<file path="src/hdl/mipsPkg.sv">
`default_nettype none

package mipsPkg;

  // ============================================================
  // opcode field values
  // ============================================================
  // r-type shares one opcode and uses funct
  localparam logic [5:0] opRType = 6'b000000;
  localparam logic [5:0] opLw    = 6'b100011;
  localparam logic [5:0] opSw    = 6'b101011;
  localparam logic [5:0] opBeq   = 6'b000100;
  localparam logic [5:0] opJ     = 6'b000010;
  localparam logic [5:0] opJal   = 6'b000011;

  // ============================================================
  // funct field values for r-type
  // ============================================================
  localparam logic [5:0] fnAdd = 6'b100000;
  localparam logic [5:0] fnSub = 6'b100010;
  localparam logic [5:0] fnAnd = 6'b100100;
  localparam logic [5:0] fnOr  = 6'b100101;
  localparam logic [5:0] fnSlt = 6'b101010;
  localparam logic [5:0] fnJr  = 6'b001000;

  // ============================================================
  // alu operation codes
  // ============================================================
  localparam logic [3:0] aluAnd  = 4'b0000;
  localparam logic [3:0] aluOr   = 4'b0001;
  localparam logic [3:0] aluAdd  = 4'b0010;
  localparam logic [3:0] aluSub  = 4'b0110;
  localparam logic [3:0] aluSlt  = 4'b0111;
  // result forced to zero
  localparam logic [3:0] aluNone = 4'b1111;

  // alu class from the decoder
  localparam logic [1:0] clsMemAdd    = 2'b00;
  localparam logic [1:0] clsBranchSub = 2'b01;
  localparam logic [1:0] clsFunct     = 2'b10;

  // jal link destination
  localparam logic [4:0] regLink = 5'd31;

  // word address width of the data memory port
  localparam int dataAddrWidth = 7;

  // one instruction word seen as r, i or j form
  typedef union packed {
    struct packed {
      logic [5:0] opcode;
      logic [4:0] rs;
      logic [4:0] rt;
      logic [4:0] rd;
      logic [4:0] shamt;
      logic [5:0] funct;
    } r;
    struct packed {
      logic [5:0]  opcode;
      logic [4:0]  rs;
      logic [4:0]  rt;
      logic [15:0] imm;
    } i;
    struct packed {
      logic [5:0]  opcode;
      logic [25:0] target;
    } j;
  } instrWord;

endpackage

`default_nettype wire

</file>
<file path="src/hdl/aluUnit.sv">
`timescale 1ns/1ps
`default_nettype none

module aluUnit (
  input  var mipsPkg::instrWord instr,
  input  wire  [1:0]            aluClass,
  input  wire                   aluSrc,
  input  wire  [31:0]           readData1,
  input  wire  [31:0]           readData2,
  output logic [31:0]           aluResult,
  output logic                  aluZero
);

  // selected operation
  logic [3:0]  aluOp;
  // sign-extended offset
  logic [31:0] immExt;
  // second operand
  logic [31:0] operandB;

  // ============================================================
  // operation select
  // ============================================================
  always_comb begin
    case (aluClass)
      mipsPkg::clsMemAdd: begin
        aluOp = mipsPkg::aluAdd;
      end
      mipsPkg::clsBranchSub: begin
        aluOp = mipsPkg::aluSub;
      end
      mipsPkg::clsFunct: begin
        // r-type picks by funct
        case (instr.r.funct)
          mipsPkg::fnAdd: aluOp = mipsPkg::aluAdd;
          mipsPkg::fnSub: aluOp = mipsPkg::aluSub;
          mipsPkg::fnAnd: aluOp = mipsPkg::aluAnd;
          mipsPkg::fnOr:  aluOp = mipsPkg::aluOr;
          mipsPkg::fnSlt: aluOp = mipsPkg::aluSlt;
          default:        aluOp = mipsPkg::aluNone;
        endcase
      end
      default: begin
        aluOp = mipsPkg::aluNone;
      end
    endcase
  end

  // ============================================================
  // operand path
  // ============================================================
  // replicate bit 15 into the upper half
  assign immExt   = {{16{instr.i.imm[15]}}, instr.i.imm};
  assign operandB = aluSrc ? immExt : readData2;

  // ============================================================
  // arithmetic and logic
  // ============================================================
  always_comb begin
    case (aluOp)
      mipsPkg::aluAdd: aluResult = readData1 + operandB;
      mipsPkg::aluSub: aluResult = readData1 - operandB;
      mipsPkg::aluAnd: aluResult = readData1 & operandB;
      mipsPkg::aluOr:  aluResult = readData1 | operandB;
      // unsigned compare
      mipsPkg::aluSlt: aluResult = (readData1 < operandB) ? 32'd1 : 32'd0;
      default:         aluResult = 32'd0;
    endcase
  end

  // zero flag for subtract only
  assign aluZero = (aluOp == mipsPkg::aluSub) && (aluResult == 32'd0);

endmodule

`default_nettype wire

</file>
<file path="src/hdl/controlDecoder.sv">
`timescale 1ns/1ps
`default_nettype none

module controlDecoder (
  input  var mipsPkg::instrWord instr,
  output logic                  regDst,
  output logic                  aluSrc,
  output logic                  memToReg,
  output logic                  regWrite,
  output logic                  branch,
  output logic                  jump,
  output logic                  link,
  output logic                  jumpReg,
  output logic                  cen,
  output logic                  wen,
  output logic [1:0]            aluClass
);

  // ============================================================
  // field decode
  // ============================================================
  logic [5:0] opcode;
  logic [5:0] funct;

  // per-instruction flags
  logic isRType;
  logic isLw;
  logic isSw;
  logic isBeq;
  logic isJ;
  logic isJal;
  logic isJr;

  // opcode and funct through the r view
  assign opcode = instr.r.opcode;
  assign funct  = instr.r.funct;

  assign isRType = (opcode == mipsPkg::opRType);
  assign isLw    = (opcode == mipsPkg::opLw);
  assign isSw    = (opcode == mipsPkg::opSw);
  assign isBeq   = (opcode == mipsPkg::opBeq);
  assign isJ     = (opcode == mipsPkg::opJ);
  assign isJal   = (opcode == mipsPkg::opJal);
  // jr lives in the r-type space
  assign isJr    = isRType && (funct == mipsPkg::fnJr);

  // ============================================================
  // datapath controls
  // ============================================================
  // rd destination only for r-type
  assign regDst   = isRType;
  // immediate operand for everything except r-type and beq
  assign aluSrc   = !isRType && !isBeq;
  assign memToReg = isLw;
  // no write back for stores, branches and jumps without link
  assign regWrite = !(isSw || isBeq || isJ || isJr);
  assign branch   = isBeq;
  assign jump     = isJ || isJal;
  assign link     = isJal;
  assign jumpReg  = isJr;

  // alu class select
  always_comb begin
    if (isRType) begin
      aluClass = mipsPkg::clsFunct;
    end else if (isBeq) begin
      aluClass = mipsPkg::clsBranchSub;
    end else begin
      aluClass = mipsPkg::clsMemAdd;
    end
  end

  // ============================================================
  // data memory strobes
  // ============================================================
  // chip enable low on any memory access
  assign cen = !(isLw || isSw);
  // write enable low on stores only
  assign wen = !isSw;

endmodule

`default_nettype wire

</file>
<file path="src/hdl/programCounter.sv">
`timescale 1ns/1ps
`default_nettype none

module programCounter (
  input  wire                   clk,
  input  wire                   rst,
  input  wire                   branch,
  input  wire                   jump,
  input  wire                   jumpReg,
  input  wire                   aluZero,
  input  var mipsPkg::instrWord instr,
  input  wire  [31:0]           readData1,
  output logic [31:0]           pc,
  output logic [31:0]           pcPlus4
);

  // candidate targets
  logic [31:0] branchTarget;
  logic [31:0] jumpTarget;
  logic [31:0] pcNext;
  // beq condition met
  logic        branchTaken;

  // ============================================================
  // target computation
  // ============================================================
  assign pcPlus4 = pc + 32'd4;

  // word offset relative to the next instruction
  assign branchTarget = pcPlus4 + {{14{instr.i.imm[15]}}, instr.i.imm, 2'b00};

  // stays inside the current 256MB region
  assign jumpTarget = {pcPlus4[31:28], instr.j.target, 2'b00};

  assign branchTaken = branch && aluZero;

  // jump then branch then jr then sequential
  always_comb begin
    if (jump) begin
      pcNext = jumpTarget;
    end else if (branchTaken) begin
      pcNext = branchTarget;
    end else if (jumpReg) begin
      pcNext = readData1;
    end else begin
      pcNext = pcPlus4;
    end
  end

  // ============================================================
  // pc register
  // ============================================================
  always_ff @(posedge clk or negedge rst) begin
    if (!rst) begin
      pc <= 32'd0;
    end else begin
      pc <= pcNext;
    end
  end

endmodule

`default_nettype wire

</file>
<file path="src/hdl/registerFile.sv">
`timescale 1ns/1ps
`default_nettype none

module registerFile (
  input  wire                   clk,
  input  wire                   rst,
  input  wire                   regWrite,
  input  wire                   regDst,
  input  wire                   memToReg,
  input  wire                   link,
  input  var mipsPkg::instrWord instr,
  input  wire  [31:0]           aluResult,
  input  wire  [31:0]           memReadData,
  input  wire  [31:0]           pcPlus4,
  output logic [31:0]           readData1,
  output logic [31:0]           readData2,
  output logic [31:0]           writeData
);

  // register array
  logic [31:0] regs [32];

  // write destination
  logic [4:0] writeAddr;

  // ============================================================
  // read ports
  // ============================================================
  // r0 reads as zero regardless of contents
  assign readData1 = (instr.r.rs == 5'd0) ? 32'd0 : regs[instr.r.rs];
  assign readData2 = (instr.r.rt == 5'd0) ? 32'd0 : regs[instr.r.rt];

  // ============================================================
  // write select
  // ============================================================
  // link overrides both rd and rt
  always_comb begin
    if (link) begin
      writeAddr = mipsPkg::regLink;
    end else if (regDst) begin
      writeAddr = instr.r.rd;
    end else begin
      writeAddr = instr.r.rt;
    end
  end

  // return address wins over load and alu data
  always_comb begin
    if (link) begin
      writeData = pcPlus4;
    end else if (memToReg) begin
      writeData = memReadData;
    end else begin
      writeData = aluResult;
    end
  end

  // ============================================================
  // write port
  // ============================================================
  always_ff @(posedge clk or negedge rst) begin
    if (!rst) begin
      for (int idx = 0; idx < 32; idx++) begin
        regs[idx] <= 32'd0;
      end
    end else if (regWrite && (writeAddr != 5'd0)) begin
      // r0 never written
      regs[writeAddr] <= writeData;
    end
  end

endmodule

`default_nettype wire

</file>
<file path="src/hdl/singleCycleMips.sv">
`timescale 1ns/1ps
`default_nettype none

module singleCycleMips (
  input  wire                               clk,
  input  wire                               rst,
  input  wire  [31:0]                       instr,
  input  wire  [31:0]                       memReadData,
  output logic [31:0]                       instrAddr,
  output logic [31:0]                       rfWriteData,
  output logic [31:0]                       memWriteData,
  output logic [mipsPkg::dataAddrWidth-1:0] memAddr,
  output logic                              cen,
  output logic                              wen
);

  // ============================================================
  // internal nets
  // ============================================================
  // fetched word in union form
  mipsPkg::instrWord instrDec;

  // decoder controls
  logic       regDst;
  logic       aluSrc;
  logic       memToReg;
  logic       regWrite;
  logic       branch;
  logic       jump;
  logic       link;
  logic       jumpReg;
  logic [1:0] aluClass;

  // datapath values
  logic [31:0] readData1;
  logic [31:0] readData2;
  logic [31:0] aluResult;
  logic        aluZero;
  logic [31:0] pc;
  logic [31:0] pcPlus4;

  assign instrDec = mipsPkg::instrWord'(instr);

  // ============================================================
  // decode
  // ============================================================
  controlDecoder controlDecoder_i (
    .instr    (instrDec),
    .regDst   (regDst),
    .aluSrc   (aluSrc),
    .memToReg (memToReg),
    .regWrite (regWrite),
    .branch   (branch),
    .jump     (jump),
    .link     (link),
    .jumpReg  (jumpReg),
    .cen      (cen),
    .wen      (wen),
    .aluClass (aluClass)
  );

  // register read and write back
  registerFile registerFile_i (
    .clk         (clk),
    .rst         (rst),
    .regWrite    (regWrite),
    .regDst      (regDst),
    .memToReg    (memToReg),
    .link        (link),
    .instr       (instrDec),
    .aluResult   (aluResult),
    .memReadData (memReadData),
    .pcPlus4     (pcPlus4),
    .readData1   (readData1),
    .readData2   (readData2),
    .writeData   (rfWriteData)
  );

  // ============================================================
  // execute
  // ============================================================
  aluUnit aluUnit_i (
    .instr     (instrDec),
    .aluClass  (aluClass),
    .aluSrc    (aluSrc),
    .readData1 (readData1),
    .readData2 (readData2),
    .aluResult (aluResult),
    .aluZero   (aluZero)
  );

  // next fetch address
  programCounter programCounter_i (
    .clk       (clk),
    .rst       (rst),
    .branch    (branch),
    .jump      (jump),
    .jumpReg   (jumpReg),
    .aluZero   (aluZero),
    .instr     (instrDec),
    .readData1 (readData1),
    .pc        (pc),
    .pcPlus4   (pcPlus4)
  );

  // ============================================================
  // external ports
  // ============================================================
  assign instrAddr    = pc;
  // store data comes straight from rt
  assign memWriteData = readData2;
  // byte address to word address
  assign memAddr      = aluResult[mipsPkg::dataAddrWidth+1:2];

endmodule

`default_nettype wire

</file>
<file path="config.mk">
export PLATFORM = sky130hd
export DESIGN_NAME = singleCycleMips
export DESIGN_NICKNAME = d
export VERILOG_FILES = /design/src/hdl/mipsPkg.sv /design/src/hdl/aluUnit.sv /design/src/hdl/controlDecoder.sv /design/src/hdl/programCounter.sv /design/src/hdl/registerFile.sv /design/src/hdl/singleCycleMips.sv
export SDC_FILE = /design/constraint.sdc
export NUM_CORES = 2
export LEC_CHECK = 0
export ABC_AREA = 1
export BUFFER_PORTS_ARGS = -buffer_cell sky130_fd_sc_hd__buf_2
export CAP_MARGIN = 0
export CORE_MARGIN = 2
export CORE_UTILIZATION = 45
export DETAILED_ROUTE_END_ITERATION = 6
export PLACE_DENSITY = 0.68
export SLEW_MARGIN = 20
export SYNTH_ARGS = -nofsm -noshare
export SYNTH_HDL_FRONTEND = slang
export SYNTH_HIERARCHICAL = 1
export SYNTH_SLANG_ARGS = --single-unit
</file>
<file path="constraint.sdc">
create_clock -name clk -period 6.7 [get_ports clk]
set_input_delay 1.005 -clock clk [delete_from_list [all_inputs] [get_ports clk]]
set_output_delay 1.005 -clock clk [all_outputs]
set_load 0.01 [all_outputs]
</file>
==> summary.txt <==
Synthesized net count: 10,976
Worst path arrival time: 5.63 ns
Dpl hpwl: 206,600 um
Worst R2R End: programCounter_i/pc[14]
Clk slew on worst S/H paths: 0.06 ns
Fill count: 15,352
Fmax: 0.1507 GHz
CTS tree: built
Final Cycle Share: 99.04%
EDFF count, synth: 0
Violated checks: design-rule violations
Avg WL per Cell: 24.68 um
Place WS: -0.2016 ns
Pwr/cell area: 353.2 mW/mm^2
Final Max Tran Viols: 0
Main area contributors after synthesis: dfrtp_1 38%, nand2_1 19%, nand3_1 8.4%
I/O Buffers: 170
CTS sink count: 1,056
I/O pin cnt: 171
Syn_area_per_cell: 6.504 sq um
Gr ovfl total: 0
Worst Path Required: 5.69 ns
DRC viols: 10
Setup violations, final: 0
Status: complete, but fails checks
Synth area leader: dfrtp_1
Seq cells post-synth: 1,056
Vias in the first global route: 71,333
Starting DRT DRC Count: 11,860
GRT Total Usage: 39.26%
Vias per cell: 5.937
Crit-path max cell delay: 0.45 ns
CTS root buf: clkbuf_16
Core area: 0.1542 sq mm
Cell Area, Synth: 0.07004 sq mm
Crit-path slowest cell: ha_1
Share of cells above drive strength 1: 10.28%
DRT Wirelength: 320,800 um
Row cnt: 144
Worst reg2reg startpoint: registerFile_i/regs[232]
Routability cong.: 1.073
Hold Buf Count CTS: 0
Setup TNS: 0 ns
Synth async-reset ratio: 100.0%
Final hold violations: 0
Tightest Pin Transition: 1.214 ns
H-tree depth: 3
Final net count: 11,055
Number of synthesis warnings: 6
Area of the multi-input gates: 0.03712 sq mm
Critical path type: in2out
Slew HR: 19.09%
Seq. cell area: 0.02643 sq mm
Peak supply drop: 0.3700 mV
Register area share after synthesis: 37.73%
CP endpoint kind: primary output
CP dominant cell by count: buf_4
Die X: 398.5 um
R2r worst-path depth: 37
Pin count of the biggest net entering global routing: 172
Share of the synthesized area in the top cell type: 37.73%
Setup Skew: 0.03997 ns
R2R Setup Slk: 1.20 ns
Die ar.: 0.1588 sq mm
Hold WC Path Type: in2async
Cells after synthesis: 10,768
Crit path max-delay family: buffers and inverters
Vias: 77,177
Layout area overhead: 15.52%
Max FO, Critical Path: 20
Die H: 398.5 um
Worst-case clock buffer depth: 3
Synth cell types: 48
Startpoint Class: input port
Crit path time final: 6.635 ns
Total CTS buffers: 120
Number of antenna violations at the first check in global routing: 21
RSZ-0062 raised after global routing: true
First-pass GRT wire length: 467,600 um
WP buf/inv: 10
Clock latency on the worst-skew pair: 0.79 ns
Starting density of the core: 45.41%
Leakage: 0.03968 uW
Prevailing post-synth register cell: dfrtp_1
DR pass1 iterations: 7
Max_cap viols: 0
DRT antenna net count: 0
Worst setup margin: 0.06457 ns
-- stage by stage --
step                area [sq um]  hold slack [ns]  cells  total power, uW  utilization (%)
global placement           76070           0.3859  12751            20760            49.32
floorplan                  70040           0.4508  10768            16520                -
finish                     80910           0.3484  12999            28580            52.46
detailed placement         76070           0.3899  12751            21010            49.32
global route               80900           0.3946  12996            30210            52.46
CTS                        80310           0.3486  12974            28200            52.07
-- layout make-up --
type	count	area share (%)
timing repair buffer	744	8.515
timing repair inverter	1	0.01392
antenna	7	0.02165
sequential	1056	32.66
multi-input combinational	7962	45.87
tap	2044	3.161
clock buffer	172	4.327
inverter	962	4.539
clock inverter	51	0.8892
-- what timing repair did --
item                                    4_1_cts  5_1_grt
endpoints found under the setup margin       15       26
setup buffers                                 1        8
gates resized for setup                       4       66
pin swaps                                     1        3
cloned                                        0       10
hold endpoints to repair                      0        0
-- where the power goes --
| group | internal [uW] | switching [uW] | total (uW) |
|---|---|---|---|
| clock | 4200 | 2960 | 7170 |
| sequential | 8710 | 1750 | 10500 |
| combinational | 3840 | 7110 | 11000 |
-- cell usage in the layout (no fill, tap or decap), drive strengths merged, types with 2 or more instances in the layout --
master	count
nand2	3543
nand3	1191
dfrtp	1056
o21ai	1016
nor2	976
inv	962
buf	735
a21oi	606
o211ai	292
clkbuf	181
ha	139
nand4	40
clkinv	33
xor2	26
nand3b	25
o21bai	24
nor3	24
or2	17
bufinv	15
a21o	9
diode	7
xnor2	7
a31oi	6
a41oi	5
clkinvlp	4
nor4	3
and2	3
fa	3
o21a	2
o31ai	2
-- cell usage after synthesis (17+ instances only) --
cell type and number:
o21ai_1 100, inv_1 932, nand4_1 40, nand3b_1 25
nor2_2 31, o211ai_1 292, buf_1 69, buf_2 166
nor2_1 933, nand3_1 1181, o21ai_0 899, dfrtp_1 1056
inv_2 26, clkbuf_1 539, ha_1 139, a21oi_1 602
nand2_1 3530, nor3_1 22, o21ai_2 17, o21bai_1 24
xor2_1 26
-- registers in the layout, summed over array words and instances (netlist names) --
name / flops
registerFile_i/regs: 1024
programCounter_i/pc: 32
-- per-layer routing --
| metal | track usage, % | share of wire [%] |
|---|---|---|
| met2 | 57.75 | 42 |
| met3 | 9.167 | 12 |
| met4 | 26.86 | 8.2 |
| met5 | 0 | 0.039 |
| met1 | 51.17 | 38 |
-- worst max-delay path by stage --
stage                    from                 endpoint  slack (ns)  cells past startpoint
floorplan           instr[16]          rfWriteData[29]        0.93                     29
global placement    instr[16]  programCounter_i/pc[22]       -0.20                     39
detailed placement  instr[16]  programCounter_i/pc[14]       -0.20                     39
CTS                 instr[16]          rfWriteData[31]        0.01                     29
global route        instr[21]           rfWriteData[5]       -0.01                     29
finish              instr[16]           rfWriteData[5]        0.06                     27
-- cells by family (layout without fill, tap and decap cells) --
logic type,count (synthesis),in the layout,share of synthesized area [%]
simple gates,5823,5823,34.15
compound gates,1964,1964,15.37
buf+inv,1750,1930,9.758
flops,1056,1056,37.73
fa+ha+maj,142,142,2.569
xor+xnor,33,33,0.4234
other cells,0,7,0
Power figures use the tool's default switching activity.
